===== src/common/m72_glue_pkg.sv =====
// M72 CPU glue shared definitions

package m72_glue_pkg;

    // ==============================
    // Bus widths
    // ==============================
    localparam int addr_w     = 20;    // CPU byte address
    localparam int data_w     = 16;    // CPU data word
    localparam int sdr_addr_w = 24;    // SDRAM word address, bits 24..1

    // ==============================
    // Memory map
    // ==============================
    // Top nibble of the shared RAM window
    localparam logic [3:0] shared_ram_page = 4'hB;

    // ==============================
    // System flag byte
    // ==============================
    localparam int flag_coin0   = 0;
    localparam int flag_coin1   = 1;
    localparam int flag_soft_nl = 2;    // Inverted on the way out
    localparam int flag_cblk    = 3;
    localparam int flag_brq     = 4;    // Inverted on the way out
    localparam int flag_bank    = 5;

    // Open port reads back as pulled-up lines
    localparam logic [7:0] io_idle_byte = 8'hFF;

endpackage

===== src/hdl/m72_cpu_glue.sv =====
// M72 main CPU glue top level

module m72_cpu_glue
    import m72_glue_pkg::*;
#(
    parameter int ce_div_bits = 2
) (
    input  logic                  CLK_32M,
    input  logic                  reset_n,

    // CPU bus
    input  logic                  mem_read,
    input  logic                  mem_write,
    input  logic [addr_w-1:0]     mem_addr,
    input  logic [1:0]            mem_sel,
    input  logic [data_w-1:0]     mem_dout,
    output logic [data_w-1:0]     mem_din,
    input  logic                  io_addr0,
    input  logic [7:0]            io_dout,
    output logic [7:0]            io_din,
    output logic                  ce_cpu,
    output logic                  ce_4x_cpu,
    output logic                  ce_mcu,

    // Aligned bus towards the peripheral boards
    output logic                  read_any,
    output logic                  write_any,
    output logic [addr_w-1:0]     word_addr,
    output logic [data_w-1:0]     word_dout,
    output logic [1:0]            word_sel,

    // Board decode
    input  logic                  rom_ram_sel,
    input  logic [sdr_addr_w-1:0] region_addr,
    input  logic                  region_writable,
    input  logic                  sw_sel,
    input  logic                  flag_sel,
    input  logic                  dsw_sel,
    input  logic                  fset,

    // Peripheral returns
    input  logic [data_w-1:0]     tile_dout,
    input  logic                  tile_valid,
    input  logic [data_w-1:0]     objpal_dout,
    input  logic                  objpal_valid,
    input  logic [data_w-1:0]     sound_dout,
    input  logic                  sound_valid,
    input  logic [data_w-1:0]     sprite_dout,
    input  logic                  sprite_valid,
    input  logic [data_w-1:0]     shared_dout,

    // SDRAM port
    output logic [sdr_addr_w-1:0] sdr_addr,
    output logic [data_w-1:0]     sdr_din,
    output logic [1:0]            sdr_wr_sel,
    output logic                  sdr_req,
    input  logic [data_w-1:0]     sdr_dout,
    input  logic                  sdr_rdy,

    // Player inputs
    input  logic [3:0]            p1_joystick,
    input  logic [3:0]            p2_joystick,
    input  logic [3:0]            p1_buttons,
    input  logic [3:0]            p2_buttons,
    input  logic [1:0]            coin,
    input  logic [1:0]            start_buttons,
    input  logic                  tnsl,
    input  logic [15:0]           dip_sw,

    // System flags
    output logic                  cblk,
    output logic                  brq,
    output logic                  bank,
    output logic                  nl,
    output logic [1:0]            coin_out
);

    logic              access_start;
    logic              mem_busy;
    logic              cpu_stall;
    logic [data_w-1:0] ram_rom_data;

    assign cpu_stall = rom_ram_sel | mem_busy;    // Hold CPU during fetch

    cpu_clock_enable #(
        .ce_div_bits(ce_div_bits)
    ) cpu_clock_enable_i (
        .CLK_32M(CLK_32M), .reset_n(reset_n), .stall(cpu_stall),
        .ce_cpu(ce_cpu), .ce_4x_cpu(ce_4x_cpu), .ce_mcu(ce_mcu)
    );

    cpu_bus_lanes cpu_bus_lanes_i (
        .CLK_32M(CLK_32M), .reset_n(reset_n),
        .mem_read(mem_read), .mem_write(mem_write), .mem_addr(mem_addr),
        .mem_sel(mem_sel), .mem_dout(mem_dout),
        .read_any(read_any), .write_any(write_any), .access_start(access_start),
        .word_addr(word_addr), .word_dout(word_dout), .word_sel(word_sel)
    );

    sdram_cpu_bridge sdram_cpu_bridge_i (
        .CLK_32M(CLK_32M), .reset_n(reset_n),
        .access_start(access_start), .rom_ram_sel(rom_ram_sel), .write_any(write_any),
        .region_addr(region_addr), .region_writable(region_writable),
        .word_dout(word_dout), .word_sel(word_sel),
        .sdr_addr(sdr_addr), .sdr_din(sdr_din), .sdr_wr_sel(sdr_wr_sel),
        .sdr_req(sdr_req), .sdr_dout(sdr_dout), .sdr_rdy(sdr_rdy),
        .ram_rom_data(ram_rom_data), .mem_busy(mem_busy)
    );

    cpu_read_mux cpu_read_mux_i (
        .CLK_32M(CLK_32M), .reset_n(reset_n), .mem_addr(mem_addr),
        .tile_dout(tile_dout), .objpal_dout(objpal_dout),
        .sound_dout(sound_dout), .sprite_dout(sprite_dout),
        .tile_valid(tile_valid), .objpal_valid(objpal_valid),
        .sound_valid(sound_valid), .sprite_valid(sprite_valid),
        .shared_dout(shared_dout), .ram_rom_data(ram_rom_data), .mem_din(mem_din)
    );

    io_ports io_ports_i (
        .CLK_32M(CLK_32M), .reset_n(reset_n), .io_addr0(io_addr0), .io_dout(io_dout),
        .fset(fset), .sw_sel(sw_sel), .flag_sel(flag_sel), .dsw_sel(dsw_sel),
        .p1_joystick(p1_joystick), .p2_joystick(p2_joystick),
        .p1_buttons(p1_buttons), .p2_buttons(p2_buttons),
        .coin(coin), .start_buttons(start_buttons), .tnsl(tnsl), .dip_sw(dip_sw),
        .io_din(io_din), .cblk(cblk), .brq(brq), .bank(bank), .nl(nl),
        .coin_out(coin_out)
    );

endmodule


===== src/hdl/io_ports.sv =====
// I/O input ports and system flags

module io_ports
    import m72_glue_pkg::*;
(
    input  logic        CLK_32M,
    input  logic        reset_n,
    input  logic        io_addr0,
    input  logic [7:0]  io_dout,
    input  logic        fset,
    input  logic        sw_sel,
    input  logic        flag_sel,
    input  logic        dsw_sel,
    input  logic [3:0]  p1_joystick,
    input  logic [3:0]  p2_joystick,
    input  logic [3:0]  p1_buttons,
    input  logic [3:0]  p2_buttons,
    input  logic [1:0]  coin,
    input  logic [1:0]  start_buttons,
    input  logic        tnsl,
    input  logic [15:0] dip_sw,
    output logic [7:0]  io_din,
    output logic        cblk,
    output logic        brq,
    output logic        bank,
    output logic        nl,
    output logic [1:0]  coin_out
);

    logic [7:0]  sys_flags;
    logic [15:0] switch_word;
    logic [15:0] flag_word;
    logic [15:0] port_word;

    always_ff @(posedge CLK_32M or negedge reset_n) begin
        if (!reset_n) sys_flags <= '0;
        else if (fset && !io_addr0) sys_flags <= io_dout;    // Even port only
    end

    assign coin_out = {sys_flags[flag_coin1], sys_flags[flag_coin0]};
    assign cblk     = sys_flags[flag_cblk];
    assign bank     = sys_flags[flag_bank];
    assign brq      = ~sys_flags[flag_brq];
    assign nl       = ~sys_flags[flag_soft_nl] ^ dip_sw[8];    // DIP flips the screen

    // ==============================
    // Port read
    // ==============================
    assign switch_word = {p2_buttons, p2_joystick, p1_buttons, p1_joystick};
    assign flag_word   = {io_idle_byte, tnsl, 3'b111, coin, start_buttons};

    always_comb begin
        if (sw_sel) port_word = switch_word;
        else if (flag_sel) port_word = flag_word;
        else if (dsw_sel) port_word = dip_sw;
        else port_word = {io_idle_byte, io_idle_byte};
    end

    assign io_din = io_addr0 ? port_word[15:8] : port_word[7:0];

endmodule


===== src/hdl/cpu_read_mux.sv =====
// CPU memory read data select

module cpu_read_mux
    import m72_glue_pkg::*;
(
    input  logic              CLK_32M,
    input  logic              reset_n,
    input  logic [addr_w-1:0] mem_addr,
    input  logic [data_w-1:0] tile_dout,
    input  logic [data_w-1:0] objpal_dout,
    input  logic [data_w-1:0] sound_dout,
    input  logic [data_w-1:0] sprite_dout,
    input  logic              tile_valid,
    input  logic              objpal_valid,
    input  logic              sound_valid,
    input  logic              sprite_valid,
    input  logic [data_w-1:0] shared_dout,
    input  logic [data_w-1:0] ram_rom_data,
    output logic [data_w-1:0] mem_din
);

    logic tile_valid_d;
    logic objpal_valid_d;
    logic sound_valid_d;
    logic sprite_valid_d;
    logic [data_w-1:0] read_word;

    always_ff @(posedge CLK_32M or negedge reset_n) begin
        if (!reset_n) begin
            tile_valid_d   <= 1'b0;
            objpal_valid_d <= 1'b0;
            sound_valid_d  <= 1'b0;
            sprite_valid_d <= 1'b0;
        end else begin
            tile_valid_d   <= tile_valid;
            objpal_valid_d <= objpal_valid;
            sound_valid_d  <= sound_valid;
            sprite_valid_d <= sprite_valid;
        end
    end

    // Peripherals first, then shared page, then SDRAM
    always_comb begin
        if (tile_valid_d) read_word = tile_dout;
        else if (objpal_valid_d) read_word = objpal_dout;
        else if (sound_valid_d) read_word = sound_dout;
        else if (sprite_valid_d) read_word = sprite_dout;
        else if (mem_addr[addr_w-1 -: 4] == shared_ram_page) read_word = shared_dout;
        else read_word = ram_rom_data;
    end

    // Odd address gets the high byte in the low lane
    assign mem_din = mem_addr[0] ? {8'h00, read_word[15:8]} : read_word;

endmodule


===== src/sdram_bridge/sdram_cpu_bridge.sv =====
// CPU request path to SDRAM

module sdram_cpu_bridge
    import m72_glue_pkg::*;
(
    input  logic                  CLK_32M,
    input  logic                  reset_n,
    input  logic                  access_start,
    input  logic                  rom_ram_sel,
    input  logic                  write_any,
    input  logic [sdr_addr_w-1:0] region_addr,
    input  logic                  region_writable,
    input  logic [data_w-1:0]     word_dout,
    input  logic [1:0]            word_sel,
    output logic [sdr_addr_w-1:0] sdr_addr,
    output logic [data_w-1:0]     sdr_din,
    output logic [1:0]            sdr_wr_sel,
    output logic                  sdr_req,
    input  logic [data_w-1:0]     sdr_dout,
    input  logic                  sdr_rdy,
    output logic [data_w-1:0]     ram_rom_data,
    output logic                  mem_busy
);

    logic accept;

    // New edges are dropped while a request is open
    assign accept = access_start & rom_ram_sel & ~mem_busy;

    // ==============================
    // Request handshake
    // ==============================
    always_ff @(posedge CLK_32M or negedge reset_n) begin
        if (!reset_n) begin
            sdr_req  <= 1'b0;
            mem_busy <= 1'b0;
        end else begin
            sdr_req <= 1'b0;    // Single cycle pulse
            if (accept) begin
                sdr_req  <= 1'b1;
                mem_busy <= 1'b1;
            end else if (mem_busy && sdr_rdy) begin
                mem_busy <= 1'b0;
            end
        end
    end

    // Request payload and returned word
    always_ff @(posedge CLK_32M) begin
        if (accept) begin
            sdr_addr   <= region_addr;
            sdr_wr_sel <= 2'b00;    // Read unless writable
            if (write_any && region_writable) begin
                sdr_wr_sel <= word_sel;
                sdr_din    <= word_dout;
            end
        end

        if (mem_busy && sdr_rdy) begin
            ram_rom_data <= sdr_dout;
        end
    end

endmodule


===== src/sdram_bridge/cpu_bus_lanes.sv =====
// CPU strobe edges and byte lane alignment

module cpu_bus_lanes
    import m72_glue_pkg::*;
(
    input  logic              CLK_32M,
    input  logic              reset_n,
    input  logic              mem_read,
    input  logic              mem_write,
    input  logic [addr_w-1:0] mem_addr,
    input  logic [1:0]        mem_sel,
    input  logic [data_w-1:0] mem_dout,
    output logic              read_any,
    output logic              write_any,
    output logic              access_start,
    output logic [addr_w-1:0] word_addr,
    output logic [data_w-1:0] word_dout,
    output logic [1:0]        word_sel
);

    logic mem_read_d;
    logic mem_write_d;

    always_ff @(posedge CLK_32M or negedge reset_n) begin
        if (!reset_n) begin
            mem_read_d  <= 1'b0;
            mem_write_d <= 1'b0;
        end else begin
            mem_read_d  <= mem_read;
            mem_write_d <= mem_write;
        end
    end

    // Strobe stretched by one cycle
    assign read_any  = mem_read | mem_read_d;
    assign write_any = mem_write | mem_write_d;

    assign access_start = (mem_read & ~mem_read_d) | (mem_write & ~mem_write_d);

    // ==============================
    // Word alignment
    // ==============================
    // Odd byte rides in the high lane
    assign word_addr = {mem_addr[addr_w-1:1], 1'b0};
    assign word_dout = mem_addr[0] ? {mem_dout[7:0], 8'h00} : mem_dout;
    assign word_sel  = mem_addr[0] ? {mem_sel[0], 1'b0} : mem_sel;

endmodule


===== src/hdl/cpu_clock_enable.sv =====
// CPU and MCU clock enables

module cpu_clock_enable #(
    parameter int ce_div_bits = 2
) (
    input  logic CLK_32M,
    input  logic reset_n,
    input  logic stall,
    output logic ce_cpu,
    output logic ce_4x_cpu,
    output logic ce_mcu
);

    logic [ce_div_bits-1:0] cpu_count;
    logic [ce_div_bits-1:0] mcu_count;

    always_ff @(posedge CLK_32M or negedge reset_n) begin
        if (!reset_n) begin
            cpu_count <= '0;
            mcu_count <= '0;
            ce_cpu    <= 1'b0;
            ce_4x_cpu <= 1'b0;
            ce_mcu    <= 1'b0;
        end else begin
            ce_cpu    <= 1'b0;
            ce_4x_cpu <= 1'b0;

            // CPU side freezes during a memory fetch
            if (!stall) begin
                cpu_count <= cpu_count + 1'b1;
                ce_4x_cpu <= 1'b1;
                ce_cpu    <= &cpu_count;    // Pulse on wrap
            end

            mcu_count <= mcu_count + 1'b1;
            ce_mcu    <= &mcu_count;
        end
    end

endmodule


===== config.mk =====
export PLATFORM = sky130hd
export DESIGN_NAME = m72_cpu_glue
export DESIGN_NICKNAME = d
export VERILOG_FILES = /design/src/common/m72_glue_pkg.sv /design/src/hdl/m72_cpu_glue.sv /design/src/hdl/io_ports.sv /design/src/hdl/cpu_read_mux.sv /design/src/sdram_bridge/sdram_cpu_bridge.sv /design/src/sdram_bridge/cpu_bus_lanes.sv /design/src/hdl/cpu_clock_enable.sv
export SDC_FILE = /design/constraint.sdc
export NUM_CORES = 1
export LEC_CHECK = 0
export ABC_CLOCK_PERIOD_IN_PS = 2330
export BUFFER_PORTS_ARGS = -buffer_cell sky130_fd_sc_hd__buf_2
export CAP_MARGIN = 30
export CORE_MARGIN = 5
export CORE_UTILIZATION = 30
export DETAILED_ROUTE_END_ITERATION = 7
export PLACE_DENSITY = 0.67
export SLEW_MARGIN = 15
export SYNTH_ARGS = -nofsm -noshare
export SYNTH_HDL_FRONTEND = slang
export SYNTH_SLANG_ARGS = --single-unit

===== constraint.sdc =====
create_clock -name CLK_32M -period 2.33 [get_ports CLK_32M]
set_input_delay 0.233 -clock CLK_32M [delete_from_list [all_inputs] [get_ports CLK_32M]]
set_output_delay 0.233 -clock CLK_32M [all_outputs]
set_load 0.01 [all_outputs]

==> flow_summary.json, run 1 <==
{
  "synthFlopType": "edfxtp_1",
  "muxShareOfSynthArea": 0.120,
  "path_cells": "or2_4 -> a221oi_1 -> o21ai_1 -> o211ai_1 -> buf_2",
  "p_comb_frac": 0.202,
  "multiInputGateArea_mm2": 0.00172,
  "nNetsFinal": 887,
  "syn_avg_cell_area_um2": 11.5,
  "finalHoldViolations": 0,
  "synth_cells": 383,
  "die_w_um": 131,
  "grt_usage": 0.170,
  "ant_nets": 0,
  "syn_area_mm2": 0.00441,
  "die_h_um": 131,
  "seqCellArea_mm2": 0.00227,
  "num_rows": 44,
  "synth.distinct_cells": 46,
  "synth_compound_area_frac": 0.159,
  "synth_top_area_share": 0.395,
  "outcome": "finished, final reports clean",
  "end_kind": "output port",
  "syn2layout_area_growth_pct": 43.4,
  "start_kind": "register",
  "min_path_type": "in2reg",
  "grt_pass1_vias": 4102,
  "cts_buffer_depth": 2,
  "cts_max_level": 3,
  "critPathRequiredTime_ps": 2100,
  "ys_warn_count": 0,
  "final.period_utilization": 0.973,
  "slew_viol_final": 0,
  "skew_ps": 7.65,
  "finalCriticalPeriod_ps": 2270,
  "drt_iter0_drc": 112,
  "synth-seq-cells": 79,
  "fin_ws_ps": 63.5,
  "start_util": 0.304,
  "p_sw_mw": 1.08,
  "totalWireLength_um": 15600,
  "synth-xor-area-share": 0.00398,
  "leakage_nw": 2.98,
  "max_slew_margin": 0.648,
  "dp_hpwl_um": 12900,
  "io_pins": 335,
  "synth_fa_ha_area_frac": 0.00568,
  "antenna_found_initial": 5,
  "drive_above_1_share": 0.572,
  "cts-root-buf": "clkbuf_16",
  "die_area_mm2": 0.0172,
  "cts.sinks": 79,
  "clk_latency_ps": 350,
  "p_clk_frac": 0.366,
  "rsz0062_at_grt": "true",
  "grt_pass1_wl_um": 22900,
  "critical_path_class": "reg2out",
  "swShare": 0.281,
  "grt_overflow_total": 0,
  "route.detailed.vias_per_inst": 4.87,
  "post-place-ws_ps": 342,
  "postSynth.asyncResetShare": 0.266,
  "path_max_fanout": 13,
  "synthSimpleGateAreaFrac": 0.0974,
  "cp_slowest_stage_delay_ps": 500,
  "synth_most_common_cell": "edfxtp_1",
  "gp_congestion": 0.858,
  "cts.clk_slew.worst_paths_ps": 70,
  "synth_top_family_by_area": "compound AO/OA/AOI/OAI gates",
  "nFillCells": 1424,
  "synth-edff-count": 58,
  "intPower_mw": 2.75,
  "fmax_mhz": 441,
  "seqPwrFrac": 0.432,
  "dr.pass1.iters": 4,
  "grt_max_degree": 39,
  "cts_tree": "yes",
  "ys_seq_area_frac": 0.514,
  "wl_per_cell_um": 18.2,
  "vias": 4170,
  "report.power.total_mw": 3.83,
  "max_slew.worst_pin.slew_ps": 528,
  "syn_nets": 604,
  "drc": 0,
  "vdd_drop_max_v": 0.000492,
  "yosys-top-cells-area": "edfxtp_1 (40%), dfrtp_1 (12%), mux2_2 (10%)",
  "numPortBuffers": 301,
  "critical_path.slowest_cell": "dfrtp_2",
  "drv_cap": 0,
  "core_mm2": 0.0145,
  "powerDensity_mw_per_mm2": 606,
  "yosys-top-cells-count": "edfxtp_1 (58), mux2_2 (39), inv_1 (32), buf_4 (24), nand2_1 (23)",
  "cts_buffers": 9,
  "synth_largest_area_cell": "edfxtp_1",
  "setup_viol": 0,
  "cp.arrival_ps": 2030
}
==> critical path, delay by kind of cell (launching register included) <==
family / cells / cell delay (ps)
AOI/OAI and AO/OA: 3 / 650
buffers and inverters: 1 / 200
and+or+nand+nor: 1 / 350
DFF: 1 / 500
==> cell type report <==
class	instances	share of cell area
inverter	32	0.0196
sequential	79	0.359
antenna	2	0.000792
clock inverter	7	0.0119
tap	184	0.0364
multi-input combinational	226	0.272
clock buffer	9	0.0356
timing repair buffer	318	0.265
==> per-stage QoR <==
stage	TNS, ps	area (um2)	std cells	util	hold slack (ps)
finish	0	6320	857	0.436	22.7
global route	-16.3	6320	857	0.436	5.35
detailed placement	0	5930	832	0.410	213
global placement	0	5930	832	0.410	218
CTS	0	6280	853	0.434	3.60
floorplan	0	4410	383	-	-62.6
==> metal layers <==
metal / share of wire / track usage / vias up / wire, um
li1: - / - / 1963 / -
met1: 0.36 / 0.182 / 1930 / 5640
met2: 0.50 / 0.290 / 218 / 7770
met3: 0.10 / 0.0650 / 53 / 1560
met4: 0.037 / 0.0889 / 6 / 582
met5: 0.0025 / 0 / - / 39
==> power groups by stage <==
stage	clock network, mW	registers [mW]	logic (mW)
after floorplan	0	1.70	0.403
after global placement	0	1.68	0.757
after detailed placement	0	1.68	0.769
after CTS	1.45	1.66	0.777
after global routing	1.51	1.66	0.842
final	1.40	1.66	0.773
==> worst paths after layout <==
kind / endpoint / startpoint / slack [ps] / cells past startpoint
max: mem_din[3] / cpu_read_mux_i.tile_valid_d / 60 / 5
max in group asynchronous: cpu_read_mux_i.tile_valid_d / reset_n / 1620 / 2
max reg2reg: sdram_cpu_bridge_i.sdr_addr[12] / cpu_bus_lanes_i.mem_read_d / 810 / 4
min reg2reg: cpu_clock_enable_i.mcu_count[0] / cpu_clock_enable_i.mcu_count[0] / 430 / 1
min: cpu_bus_lanes_i.mem_write_d / mem_write / 20 / 1
min in group asynchronous: sdram_cpu_bridge_i.sdr_req / reset_n / 370 / 2
==> state kept, by name, summed over array words and instances (netlist names) <==
name,cells
sdram_cpu_bridge_i.sdr_addr,24
sdram_cpu_bridge_i.mem_busy,1
sdram_cpu_bridge_i.sdr_req,1
cpu_clock_enable_i.cpu_count,2
cpu_read_mux_i.tile_valid_d,1
sdram_cpu_bridge_i.ram_rom_data,16
cpu_clock_enable_i.mcu_count,2
cpu_clock_enable_i.ce_cpu,1
cpu_clock_enable_i.ce_mcu,1
cpu_read_mux_i.sprite_valid_d,1
sdram_cpu_bridge_i.sdr_din,16
cpu_bus_lanes_i.mem_write_d,1
cpu_read_mux_i.sound_valid_d,1
sdram_cpu_bridge_i.sdr_wr_sel,2
io_ports_i.sys_flags,6
cpu_clock_enable_i.ce_4x_cpu,1
cpu_read_mux_i.objpal_valid_d,1
cpu_bus_lanes_i.mem_read_d,1
==> timing repair <==
item	4_1_cts	5_1_grt
setup buffers	0	2
gates resized for setup	1	4
hold endpoints to repair	25	0
endpoints found under the setup margin	5	7
hold buffers	5	0
==> cell families after synthesis <==
group | count (synthesis)
AO/OA/AOI/OAI | 95
flip-flops | 79
AND/OR/NAND/NOR | 78
buffers and inverters | 78
multiplexers | 48
adder cells (fa/ha/maj) | 2
XOR/XNOR | 2
other | 1
==> cells in the final DEF, fill, tap and decap left out, types with 6 or more instances in the layout <==
master,instances
edfxtp_1,58
and3_1,7
nor2_1,11
a21oi_1,19
inv_1,31
mux2i_1,9
o21ai_1,7
a31oi_1,8
clkbuf_16,9
buf_4,10
o21ai_0,10
nand2_1,23
a32oi_1,9
mux2_2,39
dfrtp_1,20
o22ai_1,6
a221oi_2,6
nor2b_1,20
buf_2,301
Power figures use the tool's default switching activity.
==> run 2: changes to the inputs <==
--- a/config.mk
+++ b/config.mk
@@ -5,11 +5,12 @@
 export SDC_FILE = /design/constraint.sdc
 export NUM_CORES = 1
 export LEC_CHECK = 0
-export ABC_CLOCK_PERIOD_IN_PS = 2330
+export ABC_CLOCK_PERIOD_IN_PS = 2700
 export BUFFER_PORTS_ARGS = -buffer_cell sky130_fd_sc_hd__buf_2
 export CAP_MARGIN = 30
 export CORE_MARGIN = 5
 export CORE_UTILIZATION = 30
+export CTS_CLUSTER_SIZE = 14
 export DETAILED_ROUTE_END_ITERATION = 7
 export PLACE_DENSITY = 0.67
 export SLEW_MARGIN = 15
==> constraint.sdc (replaced) <==
create_clock -name CLK_32M -period 2.7 [get_ports CLK_32M]
set_input_delay 0.27 -clock CLK_32M [delete_from_list [all_inputs] [get_ports CLK_32M]]
set_output_delay 0.27 -clock CLK_32M [all_outputs]
set_load 0.01 [all_outputs]
==> run 2 against run 1 <==
  * Cell area decreased by 1.4%
  * Global-route usage about the same
  * Register-to-register slack improved by 80 ps
  * Core utilization decreased by 0.63 points
  * Highest routed layer unchanged
  * Critical endpoint is now mem_din[2]
  * Clock-buffer cell count unchanged
==> flow_summary.json, run 2 (synthesis gave the netlist of run 1 again) <==
{
  "grt_max_degree": 27,
  "cts_max_level": 3,
  "grt_pass1_wl_um": 23000,
  "cp.arrival_ps": 2090,
  "cts-root-buf": "clkbuf_16",
  "syn2layout_area_growth_pct": 41.3,
  "path_cells": "inv_1 -> a32oi_1 -> and3_1 -> a32oi_1 -> buf_2",
  "core_mm2": 0.0145,
  "antenna_found_initial": 1,
  "finalCriticalPeriod_ps": 2360,
  "vias": 4040,
  "cts_buffers": 9,
  "seqCellArea_mm2": 0.00227,
  "path_delay_family": "buffers and inverters",
  "cts.sinks": 79,
  "finalHoldViolations": 0,
  "largest_register": "sdram_cpu_bridge_i.sdr_addr",
  "cp_slowest_stage_delay_ps": 500,
  "grt_overflow_total": 0,
  "drv_cap": 0,
  "layout_common_cells": "buf_2 (301), edfxtp_1 (58), mux2_2 (39), inv_1 (32), nand2_1 (23)",
  "end_kind": "output port",
  "dr.pass1.iters": 4,
  "swShare": 0.281,
  "rsz0062_at_grt": "false",
  "cts_setup_buffers": 0,
  "slew_viol_final": 0,
  "finalSetupTns_ps": 0,
  "wl_per_cell_um": 18.2,
  "start_kind": "register",
  "ant_nets": 0,
  "min_path_type": "in2reg",
  "route.detailed.vias_per_inst": 4.75,
  "totalWireLength_um": 15500,
  "nFillCells": 1442,
  "max_slew_margin": 0.452,
  "instances_no_fill": 850,
  "critPathRequiredTime_ps": 2430,
  "die_h_um": 131,
  "grt_usage": 0.170,
  "powerDensity_mw_per_mm2": 529,
  "max_slew.worst_pin.slew_ps": 822,
  "p_sw_mw": 0.925,
  "outcome": "finished, final reports clean",
  "p_comb_frac": 0.198,
  "drc": 0,
  "largest_reg_flops": 24,
  "start_util": 0.304,
  "path_max_fanout": 16,
  "setup_viol": 0,
  "drt_iter0_drc": 105,
  "dp_hpwl_um": 12900,
  "grt_pass1_vias": 4139,
  "p_clk_frac": 0.367,
  "final.period_utilization": 0.874,
  "biggestRegsByFlops": "sdram_cpu_bridge_i.sdr_addr (24), sdram_cpu_bridge_i.ram_rom_data (16), sdram_cpu_bridge_i.sdr_din (16)",
  "cts.clk_slew.worst_paths_ps": 60,
  "drive_above_1_share": 0.568,
  "gp_congestion": 0.843,
  "seqPwrFrac": 0.435,
  "skew_ps": 5.31,
  "num_rows": 44,
  "cts_tree": "yes",
  "nNetsFinal": 881,
  "cp_common_cell": "a32oi_1",
  "wl_met1_um": 5830,
  "highest_layer": "met5",
  "io_pins": 335,
  "mostFrequentLayoutCell": "buf_2",
  "cts_buffer_depth": 2,
  "vdd_drop_max_v": 0.000425,
  "critical_path_class": "reg2out",
  "intPower_mw": 2.37,
  "fmax_mhz": 424,
  "dp.cells": 832,
  "multiInputGateArea_mm2": 0.00171,
  "die_w_um": 131,
  "die_area_mm2": 0.0172,
  "clk_latency_ps": 340,
  "critical_path.slowest_cell": "dfrtp_1",
  "wl_met2_um": 7770,
  "numPortBuffers": 301,
  "leakage_nw": 2.95,
  "met3WireLength_um": 1440,
  "critPathBufInv": 2
}
[run 2: what timing repair did]
item / in CTS / in global routing
gates resized for setup: 0 / 0
endpoints found under the hold margin: 21 / 0
hold buffers: 1 / 0
[run 2: layer usage]
| metal | up-vias | global-route usage |
|---|---|---|
| met5 | - | 0 |
| met4 | 2 | 0.0704 |
| met3 | 34 | 0.0642 |
| met2 | 211 | 0.293 |
| met1 | 1836 | 0.186 |
| li1 | 1957 | - |
[run 2: cell type report]
type,instances,share of cell area
diodes,1,0.000402
multi-input cells,226,0.274
well taps,184,0.0370
clock inverters,7,0.0117
repair buffers,312,0.258
flip-flops and latches,79,0.364
clock buffers,9,0.0362
inverters,32,0.0193
[run 2: path summary, 6_finish.rpt]
check,start,end,slack [ps],depth (start not counted)
worst min register to register,cpu_clock_enable_i.mcu_count[0],cpu_clock_enable_i.mcu_count[0],430,1
worst min-delay path,sprite_valid,cpu_read_mux_i.sprite_valid_d,40,1
max in group asynchronous,reset_n,cpu_read_mux_i.objpal_valid_d,1930,2
min in group asynchronous,reset_n,cpu_bus_lanes_i.mem_read_d,440,2
worst max-delay path,cpu_read_mux_i.tile_valid_d,mem_din[2],340,5
worst max register to register,cpu_bus_lanes_i.mem_read_d,sdram_cpu_bridge_i.sdr_addr[11],890,4
[run 2: power by group through the flow]
stage | combinational (mW) | sequential [mW] | clock [mW]
final | 0.652 | 1.43 | 1.21
after detailed placement | 0.658 | 1.46 | 0
after floorplan | 0.348 | 1.46 | 0
after global placement | 0.650 | 1.45 | 0
after global routing | 0.713 | 1.44 | 1.31
after CTS | 0.662 | 1.43 | 1.25
[run 2: worst register-to-register path: stages, from the launching register on]
cell and delay [ps]:
dfrtp_1 380, o22ai_1 170, nand3_1 150, inv_1 550, buf_4 270
[run 2: through the flow]
| stage | total power [mW] | setup slack (ps) | utilization | hold WS, ps | instance area (um2) |
|---|---|---|---|---|---|
| global route | 3.46 | 155 | 0.430 | 20.1 | 6220 |
| detailed placement | 2.11 | 609 | 0.409 | 249 | 5920 |
| global placement | 2.10 | 616 | 0.409 | 253 | 5920 |
| finish | 3.29 | 342 | 0.430 | 35.5 | 6230 |
| floorplan | 1.81 | 967 | - | -25.6 | 4410 |
| CTS | 3.34 | 297 | 0.430 | 20.3 | 6220 |
